`src/design/mandel_pkg.sv`:
```
`default_nettype none

package mandel_pkg;

    // escape count, also the width of one framebuffer nibble.
    typedef logic [3:0] count_t;

    // signed coordinate with 7 fraction bits.
    typedef logic signed [9:0] coord_t;

    // unsigned pixel step with 7 fraction bits.
    typedef logic [8:0] step_t;

    // signed working value with 12 fraction bits.
    typedef logic signed [17:0] fix_t;

    // one colour channel of the VGA output.
    typedef logic [3:0] color_t;

    // the configuration word is sent least significant bit first.
    localparam int CFG_BITS = 33;
    typedef logic [CFG_BITS-1:0] cfg_word_t;

    // field positions inside the configuration word.
    localparam int CFG_MAX_ITER_LSB = 0;
    localparam int CFG_X0_LSB       = 4;
    localparam int CFG_Y0_LSB       = 14;
    localparam int CFG_STEP_LSB     = 24;

    // vertical phase of the scan generator.
    typedef enum logic [1:0] {
        SCAN_ACTIVE,
        SCAN_FRONT_PORCH,
        SCAN_SYNC,
        SCAN_BACK_PORCH
    } scan_state_t;

endpackage

`default_nettype wire

```
`src/design/fb_if.sv`:
```
`timescale 1ns/10ps
`default_nettype none

interface fb_if
    import mandel_pkg::*;
();

    count_t wdata;
    logic   write;
    logic   reset_write_ptr;
    logic   read;
    logic   reset_read_ptr;
    count_t rdata;

    // the renderer owns the write side.
    modport writer (output wdata, output write, output reset_write_ptr);

    // the scan generator owns the read side.
    modport reader (output read, output reset_read_ptr, input rdata);

    modport memory (
        input  wdata,
        input  write,
        input  reset_write_ptr,
        input  read,
        input  reset_read_ptr,
        output rdata
    );

endinterface

`default_nettype wire

```
`src/design/vga_scan.sv`:
```
`timescale 1ns/10ps
`default_nettype none

module vga_scan
    import mandel_pkg::*;
#(
    parameter int IMG_W  = 8,
    parameter int IMG_H  = 6,
    parameter int H_FP   = 2,
    parameter int H_SYNC = 3,
    parameter int H_BP   = 2,
    parameter int V_FP   = 1,
    parameter int V_SYNC = 2,
    parameter int V_BP   = 1
) (
    input  logic   clk,
    input  logic   reset,
    input  logic   frame_ready,
    fb_if.reader   fb,
    output color_t vga_r,
    output color_t vga_g,
    output color_t vga_b,
    output logic   hsync,
    output logic   vsync
);

    localparam int H_TOTAL = IMG_W + H_FP + H_SYNC + H_BP;
    localparam int V_TOTAL = IMG_H + V_FP + V_SYNC + V_BP;
    localparam int HW = $clog2(H_TOTAL);
    localparam int VW = $clog2(V_TOTAL);
    localparam logic [HW-1:0] H_ACT    = HW'(IMG_W);
    localparam logic [HW-1:0] H_LAST   = HW'(H_TOTAL - 1);
    localparam logic [HW-1:0] HS_START = HW'(IMG_W + H_FP);
    localparam logic [HW-1:0] HS_END   = HW'(IMG_W + H_FP + H_SYNC);

    logic [HW-1:0] hcnt;
    logic [HW-1:0] hcnt_next;
    logic [VW-1:0] line;
    logic [VW-1:0] line_next;
    logic [VW-1:0] phase_last;
    scan_state_t   vstate;
    scan_state_t   vstate_next;
    logic          active;

    // the position of the next cycle decides the read, which keeps it one pixel ahead.
    always_comb
    begin
        case (vstate)
            SCAN_ACTIVE:      phase_last = VW'(IMG_H - 1);
            SCAN_FRONT_PORCH: phase_last = VW'(V_FP - 1);
            SCAN_SYNC:        phase_last = VW'(V_SYNC - 1);
            default:          phase_last = VW'(V_BP - 1);
        endcase

        hcnt_next   = hcnt + 1'b1;
        line_next   = line;
        vstate_next = vstate;
        if (hcnt == H_LAST)
        begin
            hcnt_next = '0;
            if (line == phase_last)
            begin
                line_next = '0;
                case (vstate)
                    SCAN_ACTIVE:      vstate_next = SCAN_FRONT_PORCH;
                    SCAN_FRONT_PORCH: vstate_next = SCAN_SYNC;
                    SCAN_SYNC:        vstate_next = SCAN_BACK_PORCH;
                    default:          vstate_next = SCAN_ACTIVE;
                endcase
            end
            else
            begin
                line_next = line + 1'b1;
            end
        end
    end

    assign active = (vstate == SCAN_ACTIVE) && (hcnt < H_ACT);

    assign fb.read           = (vstate_next == SCAN_ACTIVE) && (hcnt_next < H_ACT);
    assign fb.reset_read_ptr = (vstate == SCAN_SYNC);

    // syncs and colour share one register stage so they stay aligned.
    always_ff @(posedge clk)
    begin
        if (reset)
        begin
            hcnt   <= '0;
            line   <= '0;
            vstate <= SCAN_FRONT_PORCH;
            hsync  <= 1'b1;
            vsync  <= 1'b1;
            vga_r  <= '0;
            vga_g  <= '0;
            vga_b  <= '0;
        end
        else
        begin
            hcnt   <= hcnt_next;
            line   <= line_next;
            vstate <= vstate_next;
            hsync  <= !((hcnt >= HS_START) && (hcnt < HS_END));
            vsync  <= (vstate != SCAN_SYNC);
            if (active && frame_ready)
            begin
                vga_r <= fb.rdata;
                vga_g <= ~fb.rdata;
                vga_b <= (fb.rdata == '0) ? 4'hF : 4'h0;
            end
            else
            begin
                vga_r <= '0;
                vga_g <= '0;
                vga_b <= '0;
            end
        end
    end

endmodule

`default_nettype wire

```
`src/flat_wrapper.sv`:
```
// flat-port wrapper written by rule: the top's interface ports become plain ports
module vga_scan_flat import mandel_pkg::*;
#(
    parameter int IMG_W  = 8,
    parameter int IMG_H  = 6,
    parameter int H_FP   = 2,
    parameter int H_SYNC = 3,
    parameter int H_BP   = 2,
    parameter int V_FP   = 1,
    parameter int V_SYNC = 2,
    parameter int V_BP   = 1
)
  (clk, reset, frame_ready, vga_r, vga_g, vga_b, hsync, vsync, fb_read, fb_reset_read_ptr, fb_rdata);
  fb_if fb_i ();
  input  logic clk;
  input  logic reset;
  input  logic frame_ready;
  output color_t vga_r;
  output color_t vga_g;
  output color_t vga_b;
  output logic hsync;
  output logic vsync;
  output wire logic [$bits(fb_i.read)-1:0] fb_read;
  output wire logic [$bits(fb_i.reset_read_ptr)-1:0] fb_reset_read_ptr;
  input wire logic [$bits(fb_i.rdata)-1:0] fb_rdata;
  assign fb_read = fb_i.read;
  assign fb_reset_read_ptr = fb_i.reset_read_ptr;
  assign fb_i.rdata = fb_rdata;
  vga_scan #(.IMG_W(IMG_W), .IMG_H(IMG_H), .H_FP(H_FP), .H_SYNC(H_SYNC), .H_BP(H_BP), .V_FP(V_FP), .V_SYNC(V_SYNC), .V_BP(V_BP)) u_core (.clk(clk), .reset(reset), .frame_ready(frame_ready), .fb(fb_i), .vga_r(vga_r), .vga_g(vga_g), .vga_b(vga_b), .hsync(hsync), .vsync(vsync));
endmodule
```
`config.mk`:
```
export PLATFORM = sky130hd
export DESIGN_NAME = vga_scan_flat
export DESIGN_NICKNAME = d
export VERILOG_FILES = /design/src/design/mandel_pkg.sv /design/src/design/fb_if.sv /design/src/design/vga_scan.sv /design/src/flat_wrapper.sv
export SDC_FILE = /design/constraint.sdc
export NUM_CORES = 1
export LEC_CHECK = 0
export BUFFER_PORTS_ARGS = -buffer_cell sky130_fd_sc_hd__buf_2
export CAP_MARGIN = 15
export CORE_UTILIZATION = 50
export CTS_CLUSTER_SIZE = 40
export DETAILED_ROUTE_END_ITERATION = 7
export PLACE_DENSITY = 0.76
export SLEW_MARGIN = 15
export SYNTH_ARGS = -nofsm -noshare
export SYNTH_HDL_FRONTEND = slang
export SYNTH_SLANG_ARGS = --single-unit
```
`constraint.sdc`:
```
create_clock -name clk -period 2.67 [get_ports clk]
set_input_delay 0.534 -clock clk [delete_from_list [all_inputs] [get_ports clk]]
set_output_delay 0.534 -clock clk [all_outputs]
set_load 0.02 [all_outputs]
```
# ---- Word level (Yosys, flattened, before mapping)
# Index checks and enable logic that the tools add are counted.
# Widths: inputs -> output; s select.
dict set report totals {
  register_bits 24
  in_bits 7
  out_inout_bits 16
  word_cells 37
}
dict set report op_classes {
  addsub 2
  order_cmp 4
  n_eq_ne 5
  mux 7
  bitwise_logic 2
  reduce_logical 9
}
# cell count
set op_table {}
lappend op_table {{$lt 4x4->1 const B} 3}
lappend op_table {{$mux 4} 3}
lappend op_table {{$add 4x1->4 const B} 2}
lappend op_table {{$pmux 2 s3} 1}
lappend op_table {{$pmux 3 s2} 1}
lappend op_table {{$eq 4x3->1} 1}
lappend op_table {{$eq 4x4->1 const B} 1}
lappend op_table {{$ge 4x4->1 const B} 1}
lappend op_table {{$logic_and 1x1->1} 4}
lappend op_table {{$logic_not 2->1} 2}
lappend op_table {{$logic_not 4->1} 1}
lappend op_table {{$mux 2} 2}
lappend op_table {{$not 4->4} 1}
lappend op_table {{$eq 2x1->1 const B} 1}
lappend op_table {{$eq 2x2->1 const B} 1}
lappend op_table {{$ne 2x2->1 const B} 1}
lappend op_table {{$reduce_or 2->1} 1}
lappend op_table {{$logic_not 1->1} 1}
lappend op_table {{$not 1->1} 1}

# ---- Depth between registers and ports, before layout
# Gate-level depths: netlist of run 1.
dict set report depth {
  word_depth 7
  mapped_depth 7
  ltp_nobuf 6
}

# ---- Worst setup path after synthesis of run 1
# Ideal clock, no wire load.
dict set report synth_timing {
  path_kind {flip-flop to output port}
  from {register u_core.vstate[0]}
  to {output port fb_read}
  arrival_time_ns 1.778
  t_required_ns 2.136
  path_slack_ns 0.358
  stages_incl_launch_ff 7
  n_path_buf 0
  cell_sequence {dfxtp_1 inv_1 ha_1 xnor2_2 nand4_4 or4_1 a21oi_1}
}
dict set report synth_between {
  elab_chain_cells 7
  word_cells_on_any_way 10
  cone_classes {3 x eq/ne; 4 x mux; 3 x reduce/logical}
}
# element line_no
set synth_lines {}
lappend synth_lines {{from (decl)} vga_scan.sv:41} ;# scan_state_t vstate;
lappend synth_lines {{from (signal assigned)} vga_scan.sv:101} ;# vstate <= vstate_next;
lappend synth_lines {{$eq 2x2->1 / $logic_not 2->1 (equally long branches)} {vga_scan.sv:48, vga_scan.sv:64}}
lappend synth_lines {{$pmux 3 s2} vga_scan.sv:48} ;# case (vstate)
lappend synth_lines {{$eq 4x3->1} vga_scan.sv:61} ;# if (line == phase_last)
lappend synth_lines {{$mux 2} vga_scan.sv:61}
lappend synth_lines {{$mux 2 *} vga_scan.sv:58} ;# if (hcnt == H_LAST)
lappend synth_lines {{$logic_not 2->1 *} vga_scan.sv:80} ;# assign fb.read = (vstate_next == SCAN_ACTIVE) && (hcnt_next < H_ACT);
lappend synth_lines {{$logic_and 1x1->1 *} vga_scan.sv:80}
lappend synth_lines {{to (decl)} flat_wrapper.sv:23} ;# output wire logic [$bits(fb_i.read)-1:0] fb_read;
# Mark *: on every way between the ends. The rest lies on a longest branch, timed or not.

# ---- Worst setup path in the final report of run 1
dict set report layout_timing {
  from {register u_core.hcnt[0]}
  to {output port fb_read}
}
dict set report layout_between {
  elab_chain_cells 4
  word_cells_on_any_way 7
  cone_classes {1 x add/sub; 1 x order compare; 1 x eq/ne; 2 x mux; 2 x reduce/logical}
}
# element line_no
set layout_lines {}
lappend layout_lines {{from (decl)} vga_scan.sv:36} ;# logic [HW-1:0] hcnt;
lappend layout_lines {{from (signal assigned)} vga_scan.sv:99} ;# hcnt <= hcnt_next;
lappend layout_lines {{$add 4x1->4 / $eq 4x4->1 (equally long branches)} {vga_scan.sv:55, vga_scan.sv:58}}
lappend layout_lines {{$mux 4 / $mux 2 (equally long branches)} vga_scan.sv:58}
lappend layout_lines {{$lt 4x4->1 / $logic_not 2->1 (equally long branches)} vga_scan.sv:80}
lappend layout_lines {{$logic_and 1x1->1 *} vga_scan.sv:80}
# Marks and branches as above.

==> metrics.md, run 1 <==
| Metric | Value |
|---|---|
| Comb power frac | `0.050` |
| P_leak | `0.0004849 uW` |
| Maximum VDD drop | `0.2679 mV` |
| GP Congestion | `0.7295` |
| Ranking of synthesized cells by area | `dfxtp_1 (47%), ha_1 (9.8%), and2_1 (3.5%), buf_4 (3.4%), nor2_1 (3.4%)` |
| CP startpoint kind | `register` |
| CTS root buf | `clkbuf_4` |
| Clock skew | `0.005759 ns` |
| Register share of total power | `0.643` |
| ANT nets after route | `0` |
| DR WL met2 | `806 um` |
| Initial Utilization | `0.5643` |
| Largest area contributor in the netlist | `dfxtp_1` |
| Max Clk Rate | `0.3846 GHz` |
| Hold Crit Depth | `2` |
| Iter 0 DRT Violations | `11` |
| IO Count | `23` |
| Post-DP Area | `985.9 sq um` |
| Post-synth net total | `103` |
| Design Area, Final | `1065 sq um` |
| Crit path required time | `2.14 ns` |
| CP Max Fanout | `6` |
| Worst-path clk slew | `0.12 ns` |
| First-pass GRT wire length | `2518 um` |
| FF-to-FF path depth | `5` |
| Core area | `1577 sq um` |
| Cell internal pwr | `384.1 uW` |
| Sequential area share after synthesis | `0.4726` |
| GRT Overall Usage | `0.1789` |
| Final Max Tran Viols | `0` |
| Number of global-route vias before repair | `595` |
| #FFs+latches synth | `21` |
| PortBufs | `22` |
| # diodes | `0` |
| Area of the multi-input gates | `444.2 sq um` |
| Site Rows | `14` |
| Die height | `44.18 um` |
| PwrDens | `470.1 nW/um^2` |
| Arrival time at the worst endpoint | `2.07 ns` |
| Final hold violations | `0` |
| Least-Margin Pin Slew | `0.5214 ns` |
| Failing checks | `design-rule violations` |
| Netlist cell types | `29` |
| Hold Buf Count CTS | `0` |
| Area growth from synthesis to layout | `19.69%` |
| Dpl hpwl | `1185 um` |
| Htree depth | `1` |
| Met3 routed WL | `72 um` |
| Layout cells sized above 1 | `0.3214` |
| Via density | `5.461` |
| Mapped Area | `889.6 sq um` |
| Final Hold Slack | `0.3886 ns` |
| Crit. End Element | `output pin` |
| Top sig layer | `met4` |
| Wire per inst | `12.66 um` |
| Switching Power | `116.5 uW` |
| Commonest non-fill, non-tap cell in the layout | `buf_2` |
| Status | `finished, violations left` |
| Die area | `1952 sq um` |
| Yosys top cell area share | `0.4726` |
| WS Path Type | `reg2out` |
| Vias | `699` |
| Drc violations | `2` |
| Max Root-Sink Buffers | `2` |
| Worst hold path type | `in2reg` |
| Net count, final | `127` |
| Clk pwr share | `0.306` |
| WL met1 | `710 um` |
| Total Wirelength | `1621 um` |
| Worst skew pair latency | `0.31 ns` |
| Die W | `44.18 um` |
| Overflow after GRT | `0` |
| Clock period minus final worst setup slack | `2.600 ns` |
| Mean Syn Cell Area | `9.996 sq um` |
| Max-Cap Viols | `0` |
| Net Sw Frac | `0.2326` |
| Mapped Cells | `89` |
| Synth warn | `0` |
| Slew headroom | `0.6479` |
| Largest net degree at the start of global routing | `13` |
| Number of fill cells | `125` |
| Most frequent cells in the layout | `buf_2 (21), dfxtp_1 (19), nor2_1 (8)` |
| Setup violators final | `0` |
| CTS tree | `built` |
| TritonCTS buffer count | `3` |
| Fin crit share | `0.9737` |
| Register Area | `422.9 sq um` |
| Pre-Repair DR Iteration Count | `6` |
| CTS Sinks | `21` |
| Antenna violations before repair | `0` |
[layout make-up]
type | instances | area share
Clock buffer | 3 | 0.02115
Clock inverter | 1 | 0.004700
Inverter | 6 | 0.02115
Multi-Input combinational cell | 57 | 0.4172
Sequential cell | 21 | 0.3972
Tap cell | 16 | 0.01880
Timing Repair Buffer | 24 | 0.1199
[what timing repair did]
item                       CTS  global route
setup endpoints to repair    1             1
setup buffers                1             1
resized for setup            4             5
pin swaps                    1             0
[Yosys cell counts]
cell and number:
xnor2_2 1, nor4bb_1 1, xor2_2 1, a31oi_1 1, nand4_1 1, nor2_1 8, nand3_1 5, mux2i_1 1
a21oi_1 5, nor4_1 1, ha_1 7, nor4b_1 1, xor2_1 1, clkbuf_1 1, or4_1 1, xnor2_1 1
dfxtp_1 21, o2111ai_1 1, and2_1 5, inv_1 6, o21ai_0 1, nand2_1 5, nand4b_1 2, buf_4 4
nor3_1 2, and3_1 2, nand4_4 1, o41ai_1 1, or3_1 1
[stage by stage]
stage / utilization / setup TNS [ns] / power [uW] / std cells / setup slack [ns]
floorplan: - / 0 / 342.9 / 89 / 0.3584
global placement: 0.6254 / 0 / 352.3 / 122 / 0.3459
detailed placement: 0.6254 / 0 / 353.1 / 122 / 0.2330
CTS: 0.6532 / 0 / 502.2 / 127 / 0.007297
global route: 0.6754 / -0.01445 / 518.8 / 128 / -0.01445
finish: 0.6754 / 0 / 500.6 / 128 / 0.07019
[cell families after synthesis]
logic type,Yosys count,share of synthesized area
adder cells (fa/ha/maj),7,0.09845
AND/OR/NAND/NOR,36,0.2377
XOR/XNOR,4,0.05627
multiplexers,1,0.01125
buffers and inverters,11,0.06329
flip-flops,21,0.4726
AO/OA/AOI/OAI,9,0.06048
[critical path, cell delays in order, from the launching register on]
cell     delay (ns)
dfxtp_1        0.35
inv_1          0.11
ha_2           0.21
and3_4         0.23
nand4_4        0.11
or4_1          0.41
a21oi_1        0.16
buf_4          0.16
[per-layer routing]
metal  up-vias  global-route usage
li1        349                   -
met1       327              0.2211
met2        20              0.2941
met3         3             0.03673
met4         0             0.09091
met5         -                   0
[path summary, 6_finish.rpt]
check | from | endpoint | slack, ns
worst min register to register | u_core.hcnt[0]$_SDFF_PP0_ | u_core.hcnt[0]$_SDFF_PP0_ | 0.49
worst max register to register | u_core.vstate[0]$_SDFF_PP1_ | u_core.vga_b[2]$_SDFF_PP0_ | 1.20
worst max-delay path | u_core.hcnt[0]$_SDFF_PP0_ | fb_read | 0.07
worst min-delay path | fb_rdata[3] | u_core.vga_g[3]$_SDFF_PP0_ | 0.39
[power groups by stage]
stage	combinational (uW)	clock [uW]	sequential, uW
after CTS	24.7	156	322
final	25.3	153	322
after detailed placement	24.2	0	329
after global routing	28.3	168	323
after floorplan	15.2	0	328
after global placement	23.8	0	328
[state kept, by name (all words and copies together) (netlist names)]
name,count
u_core.vga_r,4
u_core.vga_g,4
u_core.vga_b,1
u_core.vstate,2
u_core.line,4
u_core.hcnt,4
u_core.vsync,1
u_core.hsync,1
Power figures use the tool's default switching activity.
==> run 2, diff against run 1 <==
ABC_AREA = 1   (was default)
ABC_CLOCK_PERIOD_IN_PS = 2670   (was default)
==> metrics.md, run 2 <==
| Metric | Value |
|---|---|
| Setup TNS | `0 ns` |
| Die area | `2039 sq um` |
| Drc violations | `0` |
| Pre-CTS setup slack | `0.7200 ns` |
| WS Path Type | `reg2out` |
| Unrepaired setup endpoints after global routing | `false` |
| Post-CTS sizing | `0` |
| Wire per inst | `9.924 um` |
| Core area | `1727 sq um` |
| Via density | `4.726` |
| Number of synthesized flops with an enable pin | `0` |
| Sequential area share after synthesis | `0.4516` |
| Die height | `45.15 um` |
| Antenna violations before repair | `0` |
| Final setup margin | `0.3851 ns` |
| Register share of total power | `0.650` |
| Total Wirelength | `1558 um` |
| TritonCTS buffer count | `3` |
| Pre-Repair DR Iteration Count | `4` |
| Ys async rst share | `0` |
| Net Sw Frac | `0.2260` |
| Vias | `742` |
| # diodes | `0` |
| Netlist cell types | `22` |
| Most frequent cells in the layout | `buf_2 (22), dfxtp_1 (21), nor2_1 (18)` |
| Overflow after GRT | `0` |
| Largest area contributor in the netlist | `dfxtp_1` |
| Yosys top cell area share | `0.4516` |
| Largest net degree at the start of global routing | `13` |
| Clock period minus final worst setup slack | `2.285 ns` |
| PwrDens | `459.7 nW/um^2` |
| Least-Margin Pin Slew | `0.2437 ns` |
| First-pass GRT wire length | `2601 um` |
| Final Max Tran Viols | `0` |
| Commonest non-fill, non-tap cell in the layout | `buf_2` |
| Worst skew pair latency | `0.30 ns` |
| P_leak | `0.0005511 uW` |
| Register Area | `420.4 sq um` |
| Post-synth net total | `123` |
| Area growth from synthesis to layout | `15.73%` |
| Die W | `45.15 um` |
| GRT Overall Usage | `0.1771` |
| CTS Sinks | `21` |
| Max Clk Rate | `0.4377 GHz` |
| GP Congestion | `0.8063` |
| Synth warn | `0` |
| Crit. End Element | `output pin` |
| Fin crit share | `0.8558` |
| Synth top cells by count | `dfxtp_1 (21), nor2_1 (18), inv_1 (15)` |
| Maximum VDD drop | `0.2656 mV` |
| CP startpoint kind | `register` |
| Max-Cap Viols | `0` |
| Grt peak-use layer | `met2` |
| Comb power frac | `0.052` |
| Final hold violations | `0` |
| Crit path required time | `2.14 ns` |
| CTS tree | `built` |
| Number of fill cells | `167` |
| Clock skew | `0.009580 ns` |
| Post-CTS Setup Bufs | `0` |
| Clk pwr share | `0.298` |
| Cell internal pwr | `383.4 uW` |
| Worst-path clk slew | `0.12 ns` |
| Slew headroom | `0.8374` |
| M1 GR Usage | `0.2083` |
| Layout cells sized above 1 | `0.3030` |
| Dpl hpwl | `1266 um` |
| Arrival time at the worst endpoint | `1.75 ns` |
| Switching Power | `111.9 uW` |
| Max Root-Sink Buffers | `2` |
| Hold Buf Count CTS | `0` |
| Initial Utilization | `0.5391` |
| Area of the multi-input gates | `411.6 sq um` |
| Setup violators final | `0` |
| ANT nets after route | `0` |
| Mapped Cells | `109` |
| Number of global-route vias before repair | `657` |
| GRT met2 Usage | `0.3014` |
| Mapped Area | `930.9 sq um` |
| Site Rows | `15` |
| Net count, final | `147` |
| Status | `finished clean` |
| CTS root buf | `clkbuf_4` |
| CP Max Fanout | `7` |
| Htree depth | `1` |
| Top FF cell, synth | `dfxtp_1` |
| Ranking of synthesized cells by area | `dfxtp_1 (45%), ha_1 (9.4%), nor2_1 (7.3%), inv_1 (6.0%), nand2_1 (5.2%)` |
| #FFs+latches synth | `21` |
| Mean Syn Cell Area | `8.540 sq um` |
| Most frequent cell after synthesis | `dfxtp_1` |
| Worst hold path type | `in2reg` |
| Iter 0 DRT Violations | `13` |
| IO Count | `23` |
| PortBufs | `22` |
| GR Util met3 | `0.03600` |
==> run 2: changes by cell type after synthesis, moves of 3 or more <==
| cell | before | now |
|---|---|---|
| and2_1 | 5 | 0 |
| nor2_2 | 0 | 3 |
| inv_2 | 0 | 3 |
| nand2_1 | 5 | 13 |
| nor2_1 | 8 | 18 |
| nand4_1 | 1 | 4 |
| a21oi_1 | 5 | 1 |
| inv_1 | 6 | 15 |
==> run 2: worst paths after layout <==
kind	startpoint	end	slack [ns]	cells past startpoint
setup reg to reg	u_core.vstate[1]$_SDFF_PP0_	u_core.vstate[1]$_SDFF_PP0_	1.32	7
setup / recovery	u_core.hcnt[0]$_SDFF_PP0_	fb_read	0.39	10
hold / removal	fb_rdata[2]	u_core.vga_g[2]$_SDFF_PP0_	0.39	2
hold reg to reg	u_core.hcnt[0]$_SDFF_PP0_	u_core.hcnt[0]$_SDFF_PP0_	0.48	1
==> run 2: logic make-up (layout without fill, tap and decap cells) <==
group,after synthesis,after routing,synth area share
adder cells (fa/ha/maj),7,7,0.09408
buffers and inverters,22,45,0.1062
flip-flops,21,21,0.4516
AO/OA/AOI/OAI,4,4,0.02553
XOR/XNOR,2,2,0.01882
AND/OR/NAND/NOR,53,53,0.3038
==> run 2: metrics by stage <==
| stage | hold WS (ns) | area (sq um) | std cells | power (uW) | util |
|---|---|---|---|---|---|
| CTS | 0.3759 | 1077 | 157 | 502.4 | 0.6239 |
| global route | 0.3679 | 1077 | 157 | 524.7 | 0.6239 |
| finish | 0.3892 | 1077 | 157 | 495.3 | 0.6239 |
| global placement | 0.4459 | 1050 | 153 | 353.5 | 0.6080 |
| floorplan | 0.4300 | 930.9 | 109 | 344.5 | - |
| detailed placement | 0.4547 | 1050 | 153 | 354.8 | 0.6080 |
==> run 2: final cells by class <==
class,instances,area share
tap,25,0.02904
clock buffer,3,0.02091
inverter,19,0.07085
clock inverter,1,0.004646
multi-input combinational,66,0.3821
sequential,21,0.3902
timing repair buffer,22,0.1022
==> run 2: worst max-delay path: stages (launching register included) <==
cell and delay, ns:
dfxtp_1 0.40, inv_1 0.08, ha_1 0.24, nand3_4 0.13, clkinv_4 0.08, nand3_2 0.10, nand2_1 0.05, nand2_1 0.08
inv_1 0.05, nor2_2 0.08, buf_2 0.16
==> run 2: routing by layer <==
metal,up-vias,wire (um)
met2,19,772
li1,389,-
met3,2,66
met4,0,15
met5,-,0
met1,332,703
==> run 2: power groups by stage <==
stage	logic [uW]	registers (uW)	clock network [uW]
floorplan	16.4	328	0
global placement	24.8	329	0
detailed placement	25.9	329	0
CTS	26.3	322	154
global route	30.7	323	171
finish	25.9	322	148
