[src/design/mandel_pkg.sv]
`default_nettype none

package mandel_pkg;

    // escape count, also the width of one framebuffer nibble.
    typedef logic [3:0] count_t;

    // signed coordinate with 7 fraction bits.
    typedef logic signed [9:0] coord_t;

    // unsigned pixel step with 7 fraction bits.
    typedef logic [8:0] step_t;

    // signed working value with 12 fraction bits.
    typedef logic signed [17:0] fix_t;

    // one colour channel of the VGA output.
    typedef logic [3:0] color_t;

    // the configuration word is sent least significant bit first.
    localparam int CFG_BITS = 33;
    typedef logic [CFG_BITS-1:0] cfg_word_t;

    // field positions inside the configuration word.
    localparam int CFG_MAX_ITER_LSB = 0;
    localparam int CFG_X0_LSB       = 4;
    localparam int CFG_Y0_LSB       = 14;
    localparam int CFG_STEP_LSB     = 24;

    // vertical phase of the scan generator.
    typedef enum logic [1:0] {
        SCAN_ACTIVE,
        SCAN_FRONT_PORCH,
        SCAN_SYNC,
        SCAN_BACK_PORCH
    } scan_state_t;

endpackage

`default_nettype wire

[src/design/fb_if.sv]
`timescale 1ns/10ps
`default_nettype none

interface fb_if
    import mandel_pkg::*;
();

    count_t wdata;
    logic   write;
    logic   reset_write_ptr;
    logic   read;
    logic   reset_read_ptr;
    count_t rdata;

    // the renderer owns the write side.
    modport writer (output wdata, output write, output reset_write_ptr);

    // the scan generator owns the read side.
    modport reader (output read, output reset_read_ptr, input rdata);

    modport memory (
        input  wdata,
        input  write,
        input  reset_write_ptr,
        input  read,
        input  reset_read_ptr,
        output rdata
    );

endinterface

`default_nettype wire

[src/design/framebuffer.sv]
`timescale 1ns/10ps
`default_nettype none

module framebuffer
    import mandel_pkg::*;
#(
    parameter int IMG_W = 8,
    parameter int IMG_H = 6
) (
    input  logic  clk,
    input  logic  reset,
    fb_if.memory  fb
);

    localparam int DEPTH = IMG_W * IMG_H;
    localparam int PTR_W = (DEPTH > 1) ? $clog2(DEPTH) : 1;
    localparam logic [PTR_W-1:0] LAST = PTR_W'(DEPTH - 1);

    count_t           mem [DEPTH];
    logic [PTR_W-1:0] wptr;
    logic [PTR_W-1:0] rptr;

    // a pointer reset wins over a write in the same cycle.
    always_ff @(posedge clk)
    begin
        if (reset)
        begin
            wptr <= '0;
            rptr <= '0;
        end
        else
        begin
            if (fb.reset_write_ptr)
            begin
                wptr <= '0;
            end
            else if (fb.write)
            begin
                wptr <= (wptr == LAST) ? '0 : wptr + 1'b1;
            end

            if (fb.reset_read_ptr)
            begin
                rptr <= '0;
            end
            else if (fb.read)
            begin
                rptr <= (rptr == LAST) ? '0 : rptr + 1'b1;
            end
        end
    end

    always_ff @(posedge clk)
    begin
        if (fb.write && !fb.reset_write_ptr)
        begin
            mem[wptr] <= fb.wdata;
        end
        fb.rdata <= mem[rptr];
    end

endmodule

`default_nettype wire

[src/flat_wrapper.sv]
// flat-port wrapper written by rule: the top's interface ports become plain ports
module framebuffer_flat import mandel_pkg::*;
#(
    parameter int IMG_W = 8,
    parameter int IMG_H = 6
)
  (clk, reset, fb_wdata, fb_write, fb_reset_write_ptr, fb_read, fb_reset_read_ptr, fb_rdata);
  fb_if fb_i ();
  input  logic clk;
  input  logic reset;
  input wire logic [$bits(fb_i.wdata)-1:0] fb_wdata;
  input wire logic [$bits(fb_i.write)-1:0] fb_write;
  input wire logic [$bits(fb_i.reset_write_ptr)-1:0] fb_reset_write_ptr;
  input wire logic [$bits(fb_i.read)-1:0] fb_read;
  input wire logic [$bits(fb_i.reset_read_ptr)-1:0] fb_reset_read_ptr;
  output wire logic [$bits(fb_i.rdata)-1:0] fb_rdata;
  assign fb_i.wdata = fb_wdata;
  assign fb_i.write = fb_write;
  assign fb_i.reset_write_ptr = fb_reset_write_ptr;
  assign fb_i.read = fb_read;
  assign fb_i.reset_read_ptr = fb_reset_read_ptr;
  assign fb_rdata = fb_i.rdata;
  framebuffer #(.IMG_W(IMG_W), .IMG_H(IMG_H)) u_core (.clk(clk), .reset(reset), .fb(fb_i));
endmodule
[config.mk]
export PLATFORM = sky130hd
export DESIGN_NAME = framebuffer_flat
export DESIGN_NICKNAME = d
export VERILOG_FILES = /design/src/design/mandel_pkg.sv /design/src/design/fb_if.sv /design/src/design/framebuffer.sv /design/src/flat_wrapper.sv
export SDC_FILE = /design/constraint.sdc
export NUM_CORES = 1
export LEC_CHECK = 0
export ABC_CLOCK_PERIOD_IN_PS = 3160
export BUFFER_PORTS_ARGS = -buffer_cell sky130_fd_sc_hd__buf_4
export CAP_MARGIN = 20
export CORE_MARGIN = 2
export CORE_UTILIZATION = 65
export DETAILED_ROUTE_END_ITERATION = 7
export PLACE_DENSITY = 0.9
export SLEW_MARGIN = 30
export SYNTH_ARGS = -nofsm -noshare
export SYNTH_HDL_FRONTEND = slang
export SYNTH_SLANG_ARGS = --single-unit
export TNS_END_PERCENT = 10
[constraint.sdc]
create_clock -name clk -period 3.16 [get_ports clk]
set_input_delay 0.316 -clock clk [delete_from_list [all_inputs] [get_ports clk]]
set_output_delay 0.316 -clock clk [all_outputs]
set_load 0.05 [all_outputs]
# Yosys cells after proc, flatten, opt, wreduce, memory -nomap -nowiden
# Memories as Yosys holds them, arrays and structs flattened. A register that Yosys moved wholly into a read port is not among the register bits.
# Cells that the tools add are included.
# word_totals
word_cells	15
out_inout_bits	4
ram_bits	192
n_memories	1
inputBits	10
regBits	12
# op_classes
n_mux	4
add_sub_neg	2
reduce_logical	4
n_eq_ne	2
# memory_table
name	words	word_bits	rd	rd_ports_with_merged_regs	write_ports	line	source
u_core.mem	48	4	1	1	1	framebuffer.sv:19	count_t mem [DEPTH];
# op_table
cell	count
6-bit by 1-bit adder with 6-bit output, second input constant	2
6-bit == test, second input constant	2
6-bit two-way mux	2
2-bit OR reduction	2
1-bit two-way mux	2
1-bit logical AND	1
1-bit logical NOT	1

# Depth between registers and ports, before layout
# Gate-level depths: netlist of run 1.
# logic_depth
ltp_word	4
mapped_depth	7
depth_no_buf	5

# Worst setup path after synthesis of run 1
# No wires, ideal clock.
# synth_path
path_type	register -> register
from	register u_core.wptr[1]
to	memory u_core.mem[41][0] (netlist name) (enable)
path_buffers	1
t_arrival_ps	1615
setup_ps	330
t_required_ps	2830
path_slack_ps	1215
path_stages_with_launch	5
synth_period_minus_slack_ps	1945
cell_sequence	dfxtp_1 -> clkbuf_1 -> or3b_2 -> or3b_1 -> nor2_1
# synth_lines
item	line	source
from (decl)	framebuffer.sv:20	logic [PTR_W-1:0] wptr;
from (signal assigned)	framebuffer.sv:39	wptr <= (wptr == LAST) ? '0 : wptr + 1'b1;
to (decl)	framebuffer.sv:19	
# No word-level cell before the write port.

# Final worst setup path of run 1
# layout_path
from	register u_core.wptr[1]
to	memory u_core.mem[26][2] (netlist name) (enable)
# No word-level cell before the write port.

==> impl_metrics.csv, run 1 <==
group,metric,value,unit
final_layout,drive_gt1_share,17.4,%
detailed_routing,avgViaCountPerCell,6.72,
floorplan,initial_utilization,67.0,%
worst_setup_path,crit_family,"simple AND/OR/NAND/NOR gates",
synthesis,synth_top_family_by_area,"multiplexers",
detailed_routing,drt-initial-drc-count,660,
detailed_routing,drc_errors,0,
synthesis,synthDistinctLibCells,41,
global_route,grt.met1_usage,36.9,%
worst_setup_path,critPathMaxStageDelay,0.58,ns
floorplan,fp.dieH,118,um
worst_setup_path,cp-start-kind,"flop",
timing,hold_viol_final,0,
synthesis,synth-xor-area-share,0.722,%
floorplan,row_count,41,
timing,grt_setup_unrepaired,"false",
synthesis,synthMuxAreaShare,13.7,%
clock_network,clk_latency,0.48,ns
synthesis,synthAdderAreaFrac,0.295,%
timing,whs,0.0616,ns
synthesis,synth-edff-count,192,
placement,place.gp.congestion,0.876,
timing,clock.fmax,417,MHz
global_route,track_usage,25.9,%
final_layout,area_growth,9.77,%
clock_network,clk_pin_slew,0.06,ns
clock_network,clockBufferDepth,3,
timing,min_period,2.40,ns
global_route,antenna_found_initial,0,
detailed_routing,ant_nets,0,
floorplan,die_w,118,um
global_route,grt_overflow,0,
worst_setup_path,rrSetupSlack,0.76,ns
synthesis,syn_inst,497,
clock_network,cts-root-buf,"clkbuf_16",
detailed_routing,routedWlPerCell,25.4,um
clock_network,htreeDepth,1,
global_route,grt_max_degree,49,
timing,fin_skew,0.0112,ns
synthesis,yosys.area_share.simple,8.56,%
clock_network,cts_buffers,20,
detailed_routing,dr.pass1.iters,6,
worst_setup_path,worst-path-max-fanout,12,
synthesis,ys.flop_type,"edfxtp_1",
worst_setup_path,required,3.29,ns
clock_network,postCtsSetupBuffers,0,
worst_setup_path,worst-path-buf-inv,0,
timing,timing.final.crit_share,75.9,%
run_status,outcome,"completed",
placement,io_buffer_count,13,
timing,setup_viol,0,
final_layout,final_nets,524,
timing,drv_slew,0,
synthesis,syn_nets,509,
worst_setup_path,endpoint_kind,"flop",
timing,setup-tns-final,0,ns
detailed_routing,routed_wl,17700,um
global_route,grt_pass1_vias,4737,
min_path,worstHoldPathType,"in2reg",
worst_setup_path,path_cells,"or3b_2, or3b_2, nor2_1",
run,max-cap-violations,0,
timing,tightestPinTransition,0.962,ns
worst_setup_path,crit_type,"reg2reg",
global_route,busiest_layer,"met2",
synthesis,synth-compound-area-share,3.37,%
synthesis,avgSynthCellArea,17.1,sq um
power,p_leak,0.00285,uW
floorplan,ios,14,
clock_network,cts_tree,"yes",
placement,hpwl,10900,um
power,power_density,571,mW/mm^2
detailed_routing,num_vias,4675,
synthesis,synth_area,0.00849,sq mm
power,irDropWorstVdd,0.394,mV
floorplan,core_area,0.0127,sq mm
final_layout,diodes,0,
synthesis,synthArstFlopShare,0,%
global_route,grt.met2_usage,41.2,%
worst_setup_path,cp_slowest_cell,"dfxtp_1",
worst_setup_path,cp_common_cell,"or3b_2",
global_route,grt_first_pass_wirelength,27500,um
final_layout,nFillCells,686,
timing,slew_headroom,35.2,%
synthesis,yosys_warnings,0,
floorplan,dieArea,0.0140,sq mm
global_route,grt_use_met3,4.39,%
clock_network,cts_sinks,208,
worst_setup_path,cp.arrival,2.53,ns
synthesis,ys_seq_elements,208,
synthesis,synth-seq-area-share,71.6,%
[final cells by class]
class	count	area, sq um	share of cell area, %
Timing Repair Buffer	20	165	1.77
Clock buffer	23	533	5.72
Sequential cell	208	6090	65.3
Clock inverter	11	48.8	0.523
Multi-Input combinational cell	262	2270	24.4
Tap cell	172	215	2.31
[layer usage]
| metal | routed length, um | vias to the layer above |
|---|---|---|
| met5 | 0 | - |
| met4 | 558 | 0 |
| li1 | - | 1986 |
| met2 | 8550 | 305 |
| met1 | 7090 | 2336 |
| met3 | 1500 | 48 |
[where the power goes]
part           switching [uW]  internal (uW)  leakage (uW)  total, uW
registers                12.9           3010       0.00186       3020
logic                     101           56.3      0.000710        157
clock network             943           1200      0.000284       2140
[logic make-up after synthesis]
group / Yosys count
buffers and inverters: 27
adder cells (fa/ha/maj): 2
AND/OR/NAND/NOR: 147
flip-flops: 208
XOR/XNOR: 7
AO/OA/AOI/OAI: 34
multiplexers: 72
[registers in the layout (all words and copies together), names as in the netlist]
| register | count |
|---|---|
| u_core.fb.rdata | 4 |
| u_core.mem | 192 |
| u_core.rptr | 6 |
| u_core.wptr | 6 |
[placed cells by master (no fill, tap or decap), drive strengths merged]
cell type / Yosys / routed
a2111oi: 8 / 8
and3: 2 / 2
dfxtp: 16 / 16
nor2: 67 / 67
buf: 14 / 19
or2: 11 / 11
nand2b: 6 / 6
a22oi: 1 / 1
nand3: 6 / 6
nor3: 9 / 9
nand3b: 6 / 6
clkbuf: 13 / 23
mux2i: 35 / 35
nand2: 14 / 14
mux4: 32 / 32
or3b: 7 / 7
nand4: 1 / 1
xor2: 6 / 6
a22o: 4 / 4
o21ai: 2 / 2
a222oi: 4 / 4
xnor2: 1 / 1
nor3b: 1 / 1
mux2: 5 / 5
and2: 1 / 1
edfxtp: 192 / 192
clkinvlp: 0 / 1
a21oi: 1 / 1
clkinv: 0 / 10
nor4: 2 / 2
or3: 1 / 1
a211oi: 9 / 9
dlygate4sd3: 0 / 1
and3b: 1 / 1
a31oi: 1 / 1
nor2b: 12 / 12
ha: 2 / 2
o41a: 4 / 4
[worst register-to-register path: cells and delay by family, from the launching register on]
family | cells | cell delay (ns)
DFF | 1 | 0.58
and+or+nand+nor | 3 | 1.48
[stage by stage]
step           total power (uW)  util, %  instances  instance area (sq um)  setup slack, ns
2_1_floorplan              3160        -        497                   8490             1.21
3_3_place_gp               3230     68.9        661                   8730            0.935
3_5_place_dp               3230     68.9        661                   8730            0.868
4_1_cts                    5320     73.5        696                   9320            0.812
5_1_grt                    5440     73.6        696                   9320            0.724
6_report                   5320     73.6        696                   9320            0.761
[Yosys cell counts, types with 2 or more instances]
library cell	count	area (sq um)
nor2b_1	12	75.1
edfxtp_1	192	5770
nand3_1	6	30.0
nor2_1	67	251
nand2b_1	6	37.5
o21ai_0	2	10.0
a211oi_1	9	67.6
nand2_1	14	52.6
and3_1	2	12.5
or2_2	11	68.8
a22o_1	4	35.0
mux2_2	5	56.3
nor3_1	9	45.0
nor4_1	2	12.5
buf_2	9	45.0
xor2_1	6	52.6
a2111oi_0	8	70.1
mux4_1	10	263
or3b_2	6	52.6
buf_4	2	15.0
nand3b_1	6	45.0
ha_1	2	25.0
o41a_1	4	45.0
clkbuf_1	13	48.8
a222oi_1	4	40.0
mux2i_1	35	350
mux4_2	22	495
dfxtp_1	16	320
[final timing paths]
| check | startpoint | cells after the start | to |
|---|---|---|---|
| max reg2reg | u_core.wptr[1]$_SDFFE_PP0P_ | 3 | u_core.mem[26][2]$_DFFE_PP_ |
| min reg2reg | u_core.wptr[4]$_SDFFE_PP0P_ | 2 | u_core.wptr[4]$_SDFFE_PP0P_ |
| min | reset | 2 | u_core.rptr[1]$_SDFFE_PP0P_ |
| max | u_core.wptr[1]$_SDFFE_PP0P_ | 3 | u_core.mem[26][2]$_DFFE_PP_ |
[what timing repair did]
action                    in CTS  in global routing
hold endpoints to repair       1                  0
hold buffers                   1                  0
gates resized for setup        0                  0
(Power assumes the default switching activity.)
==> run 2, diff against run 1 <==
--- a/config.mk
+++ b/config.mk
@@ -5,13 +5,14 @@
 export SDC_FILE = /design/constraint.sdc
 export NUM_CORES = 1
 export LEC_CHECK = 0
-export ABC_CLOCK_PERIOD_IN_PS = 3160
+export ABC_AREA = 1
+export ABC_CLOCK_PERIOD_IN_PS = 2420
 export BUFFER_PORTS_ARGS = -buffer_cell sky130_fd_sc_hd__buf_4
 export CAP_MARGIN = 20
 export CORE_MARGIN = 2
-export CORE_UTILIZATION = 65
+export CORE_UTILIZATION = 62
 export DETAILED_ROUTE_END_ITERATION = 7
-export PLACE_DENSITY = 0.9
+export PLACE_DENSITY = 0.87
 export SLEW_MARGIN = 30
 export SYNTH_ARGS = -nofsm -noshare
 export SYNTH_HDL_FRONTEND = slang
==> constraint.sdc (replaced) <==
create_clock -name clk -period 2.42 [get_ports clk]
set_input_delay 0.242 -clock clk [delete_from_list [all_inputs] [get_ports clk]]
set_output_delay 0.242 -clock clk [all_outputs]
set_load 0.05 [all_outputs]
==> run 2 against run 1 <==
Compared with the run above:
- first-iteration DRC count up 58%
- combinational power grew 110%
- highest routed layer unchanged
- area after synthesis grew 3.5%
- sequential share of layout area down 2.2 points
==> impl_metrics.csv, run 2 <==
group,metric,value,unit
run_status,outcome,"completed",
final_layout,drive_gt1_share,6.78,%
timing,setup_slack,0.388,ns
floorplan,row_count,43,
final_layout,mostFrequentLayoutCell,"nand2_1",
global_route,track_usage,27.3,%
detailed_routing,dr.pass1.iters,5,
detailed_routing,num_vias,6224,
synthesis,synth-seq-area-share,69.2,%
worst_setup_path,cp_slowest_cell,"nor2_1",
worst_setup_path,cp-start-kind,"flop",
clock_network,cts_hold_buf,0,
detailed_routing,drc_errors,0,
synthesis,ys_seq_elements,208,
power,seqPwrFrac,54.0,%
floorplan,initial_utilization,63.3,%
synthesis,yosysMostFrequentCell,"nand2_1",
clock_network,cts_buffers,20,
timing,drv_slew,0,
power,p_int,5800,uW
placement,dp_cells,999,
timing,fin_skew,0.0126,ns
synthesis,yosys-top-cells-area,"edfxtp_1 (66%), nand2_1 (8.3%), nor2_1 (7.0%)",
global_route,antenna_found_initial,0,
placement,hpwl,12200,um
worst_setup_path,endpoint_kind,"flop",
min_path,worstHoldPathType,"in2reg",
timing,clock.fmax,492,MHz
worst_setup_path,path_cells,"buf_4, nor2_1, a21boi_1, nor2_1, nand2_1, nand3_1, nand2_1",
final_layout,largest_reg_flops,192,
final_layout,fin_cells,1035,
synthesis,synth-edff-count,192,
final_layout,area_growth,9.70,%
placement,place.gp.congestion,0.938,
clock_network,htreeDepth,1,
detailed_routing,routedWlPerCell,19.4,um
synthesis,syn_inst,836,
global_route,grt_first_pass_wirelength,31400,um
synthesis,netlist.area_leader.share,65.6,%
power,p_clk_share,41.6,%
floorplan,die_w,123,um
timing,grt_setup_unrepaired,"false",
final_layout,multi_input_area,0.00227,sq mm
power,power,7320,uW
final_layout,regArea,0.00609,sq mm
final_layout,final_nets,853,
final_layout,reg.largest.list,"u_core.mem (192), u_core.rptr (6), u_core.wptr (6)",
synthesis,ys.flop_type,"edfxtp_1",
synthesis,synth_area,0.00879,sq mm
worst_setup_path,crit_type,"reg2reg",
synthesis,yosysTopAreaCell,"edfxtp_1",
run,max-cap-violations,0,
timing,setup-tns-final,0,ns
final_layout,layout_common_cells,"nand2_1 (195), edfxtp_1 (192), nor2_1 (163)",
global_route,grt_pass1_vias,5934,
worst_setup_path,worst-path-max-fanout,12,
timing,slew_headroom,39.4,%
floorplan,ios,14,
power,power_density,760,mW/mm^2
power,comb_power_share,4.5,%
floorplan,fp.dieH,123,um
power,irDropWorstVdd,0.591,mV
timing,setup_viol,0,
clock_network,cts_tree,"yes",
synthesis,yosys_warnings,0,
clock_network,cts-root-buf,"clkbuf_16",
synthesis,synthArstFlopShare,0,%
global_route,grt_overflow,0,
floorplan,dieArea,0.0151,sq mm
placement,pre_cts_ws,0.516,ns
clock_network,ctsResizeCount,0,
final_layout,diodes,0,
timing,tightestPinTransition,0.905,ns
floorplan,core_area,0.0139,sq mm
worst_setup_path,required,2.85,ns
detailed_routing,routed_wl,20100,um
final_layout,regMostFlops,"u_core.mem",
detailed_routing,avgViaCountPerCell,6.01,
final_layout,nFillCells,920,
worst_setup_path,critPathMaxStageDelay,0.70,ns
synthesis,syn_nets,848,
timing,whs,0.0397,ns
synthesis,synthDistinctLibCells,27,
clock_network,postCtsSetupBuffers,0,
worst_setup_path,cp.arrival,2.47,ns
timing,hold_viol_final,0,
timing,timing.final.crit_share,84.0,%
synthesis,synth_commonest_cells,"nand2_1 (195), edfxtp_1 (192), nor2_1 (163)",
clock_network,cts_sinks,208,
placement,io_buffer_count,13,
power,p_sw_share,20.8,%
global_route,grt_max_degree,88,
power,p_switching,1530,uW
clock_network,clk_pin_slew,0.06,ns
clock_network,clk_latency,0.49,ns
detailed_routing,ant_nets,0,
synthesis,avgSynthCellArea,10.5,sq um
timing,min_period,2.03,ns
detailed_routing,drt-initial-drc-count,1043,
power,p_leak,0.00354,uW
clock_network,clockBufferDepth,3,
-- run 2: cell count changes after synthesis, moves of 22 or more --
cell	previous run	this run
o21ai_0	2	51
mux4_2	22	0
inv_1	0	57
nand3_1	6	71
mux2i_1	35	0
nor2_1	67	163
nand2_1	14	195
-- run 2: worst paths after layout --
path	endpoint	cells after the start	start	slack, ns
min reg2reg	u_core.wptr[5]$_SDFFE_PP0P_	2	u_core.wptr[5]$_SDFFE_PP0P_	0.53
max reg2reg	u_core.fb.rdata[3]$_DFF_P_	7	u_core.rptr[2]$_SDFFE_PP0P_	0.39
max	u_core.fb.rdata[3]$_DFF_P_	7	u_core.rptr[2]$_SDFFE_PP0P_	0.39
min	u_core.wptr[0]$_SDFFE_PP0P_	3	reset	0.04
-- run 2: per-stage QoR --
stage          area, sq um  utilization, %
6_report              9640            69.5
5_1_grt               9640            69.5
4_1_cts               9640            69.5
3_5_place_dp          8990            64.8
3_3_place_gp          8990            64.8
2_1_floorplan         8790               -
-- run 2: per-layer routing --
metal  vias to the layer above  wire, um  global-route usage [%]
li1                       2817         -                       -
met1                      2877      7860                    38.9
met2                       453      9330                    42.4
met3                        77      2140                    4.84
met4                         0       765                    10.4
met5                         -         0                       0
-- run 2: area by class of cell --
class                      instances  area share [%]
sequential                       208            63.2
multi-input combinational        531            23.6
clock buffer                      32            6.50
tap                              180            2.34
inverter                          59            2.30
timing repair buffer              21            1.89
clock inverter                     4           0.247
-- run 2: critical path: cells and delay by family (launching register included) --
family | cells | cell delay, ns
flip-flops | 1 | 0.46
AO/OA/AOI/OAI | 1 | 0.28
AND/OR/NAND/NOR | 5 | 0.97
buffers and inverters | 1 | 0.24
-- run 2: power groups by stage --
stage               sequential [uW]  clock (uW)  combinational (uW)
CTS                            3950        3040                 324
finish                         3950        3040                 328
global route                   3950        3190                 358
floorplan                      4040           0                 174
detailed placement             4030           0                 319
global placement               4030           0                 311
-- run 2: logic make-up after synthesis --
group                    count (synthesis)  synth area share (%)
AND/OR/NAND/NOR                        446                  20.5
flip-flops                             208                  69.2
buffers and inverters                   97                  4.90
AO/OA/AOI/OAI                           79                  4.71
XOR/XNOR                                 4                 0.399
adder cells (fa/ha/maj)                  2                 0.285
==> run 3, diff against run 2 <==
--- a/config.mk
+++ b/config.mk
@@ -6,7 +6,7 @@
 export NUM_CORES = 1
 export LEC_CHECK = 0
 export ABC_AREA = 1
-export ABC_CLOCK_PERIOD_IN_PS = 2420
+export ABC_CLOCK_PERIOD_IN_PS = 1900
 export BUFFER_PORTS_ARGS = -buffer_cell sky130_fd_sc_hd__buf_4
 export CAP_MARGIN = 20
 export CORE_MARGIN = 2
==> constraint.sdc (replaced) <==
create_clock -name clk -period 1.9 [get_ports clk]
set_input_delay 0.19 -clock clk [delete_from_list [all_inputs] [get_ports clk]]
set_output_delay 0.19 -clock clk [all_outputs]
set_load 0.05 [all_outputs]
==> run 3 against run 2 <==
Compared with the run above:
- the flow now finishes with violations (negative setup slack)
- total power rose by 34%
- clock-buffer cell count fell by 6
- design area rose by 1.8%
- sequential cell count did not move
- maximum frequency rose by 5.8%
- setup slack got worse by 0.41 ns
- critical path depth fell by 3
- worst hold slack got worse by 0.029 ns
- via count fell by 1.5%
- largest power group unchanged
- highest routed layer unchanged
==> impl_metrics.csv, run 3 (synthesis gave the netlist of run 2 again) <==
group,metric,value,unit
clock_network,clk_pin_slew,0.06,ns
global_route,grt_first_pass_wirelength,31600,um
floorplan,fp.dieH,123,um
clock_network,cts-root-buf,"clkbuf_16",
timing,grt_setup_unrepaired,"true",
floorplan,initial_utilization,63.3,%
worst_setup_path,worst-path-max-fanout,8,
timing,setup_viol,8,
final_layout,drive_gt1_share,8.02,%
worst_setup_path,endpoint_kind,"flop",
global_route,grt_overflow,0,
global_route,grt.met1_usage,38.8,%
global_route,busiest_layer,"met2",
clock_network,cts_buffers,20,
global_route,grt_max_degree,79,
clock_network,cts_sinks,208,
global_route,grt_pass1_vias,5865,
min_path,worstHoldPathType,"in2reg",
floorplan,dieArea,0.0151,sq mm
final_layout,final_nets,858,
placement,post_dp_cell_area,0.00906,sq mm
timing,setup_slack,-0.0211,ns
run_status,violations,"negative setup slack",
timing,timing.final.crit_share,101,%
final_layout,mostFrequentLayoutCell,"nand2_1",
floorplan,ios,14,
final_layout,reg.largest.list,"u_core.mem (192), u_core.rptr (6), u_core.wptr (6)",
clock_network,htreeDepth,1,
power,irDropWorstVdd,0.641,mV
final_layout,largest_reg_flops,192,
floorplan,core_area,0.0139,sq mm
timing,clock.fmax,521,MHz
floorplan,row_count,43,
timing,fin_skew,0.00878,ns
clock_network,postCtsSetupBuffers,0,
power,power_density,999,mW/mm^2
final_layout,regArea,0.00609,sq mm
timing,min_period,1.92,ns
timing,hold_viol_final,0,
clock_network,clk_latency,0.50,ns
timing,tightestPinTransition,0.788,ns
worst_setup_path,crit_type,"reg2reg",
floorplan,die_w,123,um
final_layout,diodes,0,
final_layout,regMostFlops,"u_core.mem",
power,p_leak,0.00361,uW
worst_setup_path,cp.arrival,2.08,ns
global_route,track_usage,27.7,%
run_status,outcome,"complete, but fails checks",
detailed_routing,drt-initial-drc-count,950,
placement,hpwl,11900,um
final_layout,final_area,0.00981,sq mm
global_route,antenna_found_initial,0,
detailed_routing,routedWlPerCell,19.4,um
timing,drv_slew,0,
worst_setup_path,required,2.06,ns
power,power,9800,uW
detailed_routing,avgViaCountPerCell,5.90,
clock_network,clockBufferDepth,3,
final_layout,multi_input_area,0.00229,sq mm
detailed_routing,dr.pass1.iters,6,
clock_network,cts_tree,"yes",
detailed_routing,ant_nets,0,
placement,place.gp.congestion,0.899,
placement,io_buffer_count,13,
global_route,grt_use_met3,4.94,%
final_layout,nFillCells,871,
final_layout,layout_common_cells,"nand2_1 (195), edfxtp_1 (192), nor2_1 (156)",
worst_setup_path,cp-start-kind,"flop",
final_layout,area_growth,11.6,%
timing,slew_headroom,47.3,%
run,max-cap-violations,0,
detailed_routing,drc_errors,0,
detailed_routing,num_vias,6132,
global_route,grt.met2_usage,43.8,%
detailed_routing,routed_wl,20100,um
-- run 3: changes by cell type in the layout (fill, tap and decap cells not counted), moves of 2 or more --
cell,delta
nor2_1,-7
clkbuf_1,-3
clkinv_2,-2
clkinv_1,+4
bufinv_16,+4
clkbuf_8,-3
nor2_2,+7
buf_12,+3
-- run 3: area by class of cell --
class	count	share of cell area, %
clock buffer	26	5.85
clock inverter	10	1.50
inverter	59	2.26
multi-input combinational	531	23.4
sequential	208	62.1
tap	180	2.30
timing repair buffer	26	2.65
-- run 3: path summary, 6_finish.rpt --
kind	from	endpoint	slack, ns	depth (start not counted)
max	u_core.wptr[0]$_SDFFE_PP0P_	u_core.mem[25][0]$_DFFE_PP_	-0.02	4
min	fb_read	u_core.rptr[1]$_SDFFE_PP0P_	0.01	3
max reg2reg	u_core.wptr[0]$_SDFFE_PP0P_	u_core.mem[25][0]$_DFFE_PP_	-0.02	4
min reg2reg	u_core.wptr[5]$_SDFFE_PP0P_	u_core.wptr[5]$_SDFFE_PP0P_	0.54	2
-- run 3: timing repair --
action                                  CTS  global route
endpoints found under the setup margin    0            26
gates resized for setup                   0             8
endpoints found under the hold margin     2             0
hold buffers                              1             0
-- run 3: layer usage --
layer | wire (um) | up-vias
met3 | 2300 | 57
met5 | 0 | -
li1 | - | 2829
met2 | 9490 | 426
met4 | 710 | 0
met1 | 7640 | 2820
-- run 3: critical path: stages (launching register included) --
cell and delay [ns]:
dfxtp_1 0.48, inv_1 0.16, nor3_1 0.29, nand2_1 0.26
nor2_1 0.38
-- run 3: metrics by stage --
stage | TNS, ns | hold WS [ns] | util, % | cells | worst slack, ns
2_1_floorplan | 0 | 0.289 | - | 836 | 0.523
3_3_place_gp | 0 | 0.481 | 65.3 | 1003 | 0.222
3_5_place_dp | 0 | 0.484 | 65.3 | 1003 | 0.102
4_1_cts | 0 | 0.00774 | 70.5 | 1040 | 0.0593
5_1_grt | -3.25 | 0.0158 | 70.7 | 1040 | -0.174
6_report | -0.0829 | 0.0105 | 70.7 | 1040 | -0.0211
-- run 3: report_power, final --
part / leakage, uW / internal (uW) / switching [uW]
logic: 0.00140 / 119 / 322
registers: 0.00186 / 5010 / 11.9
clock network: 0.000350 / 2670 / 1670
total: 0.00361 / 7800 / 2000
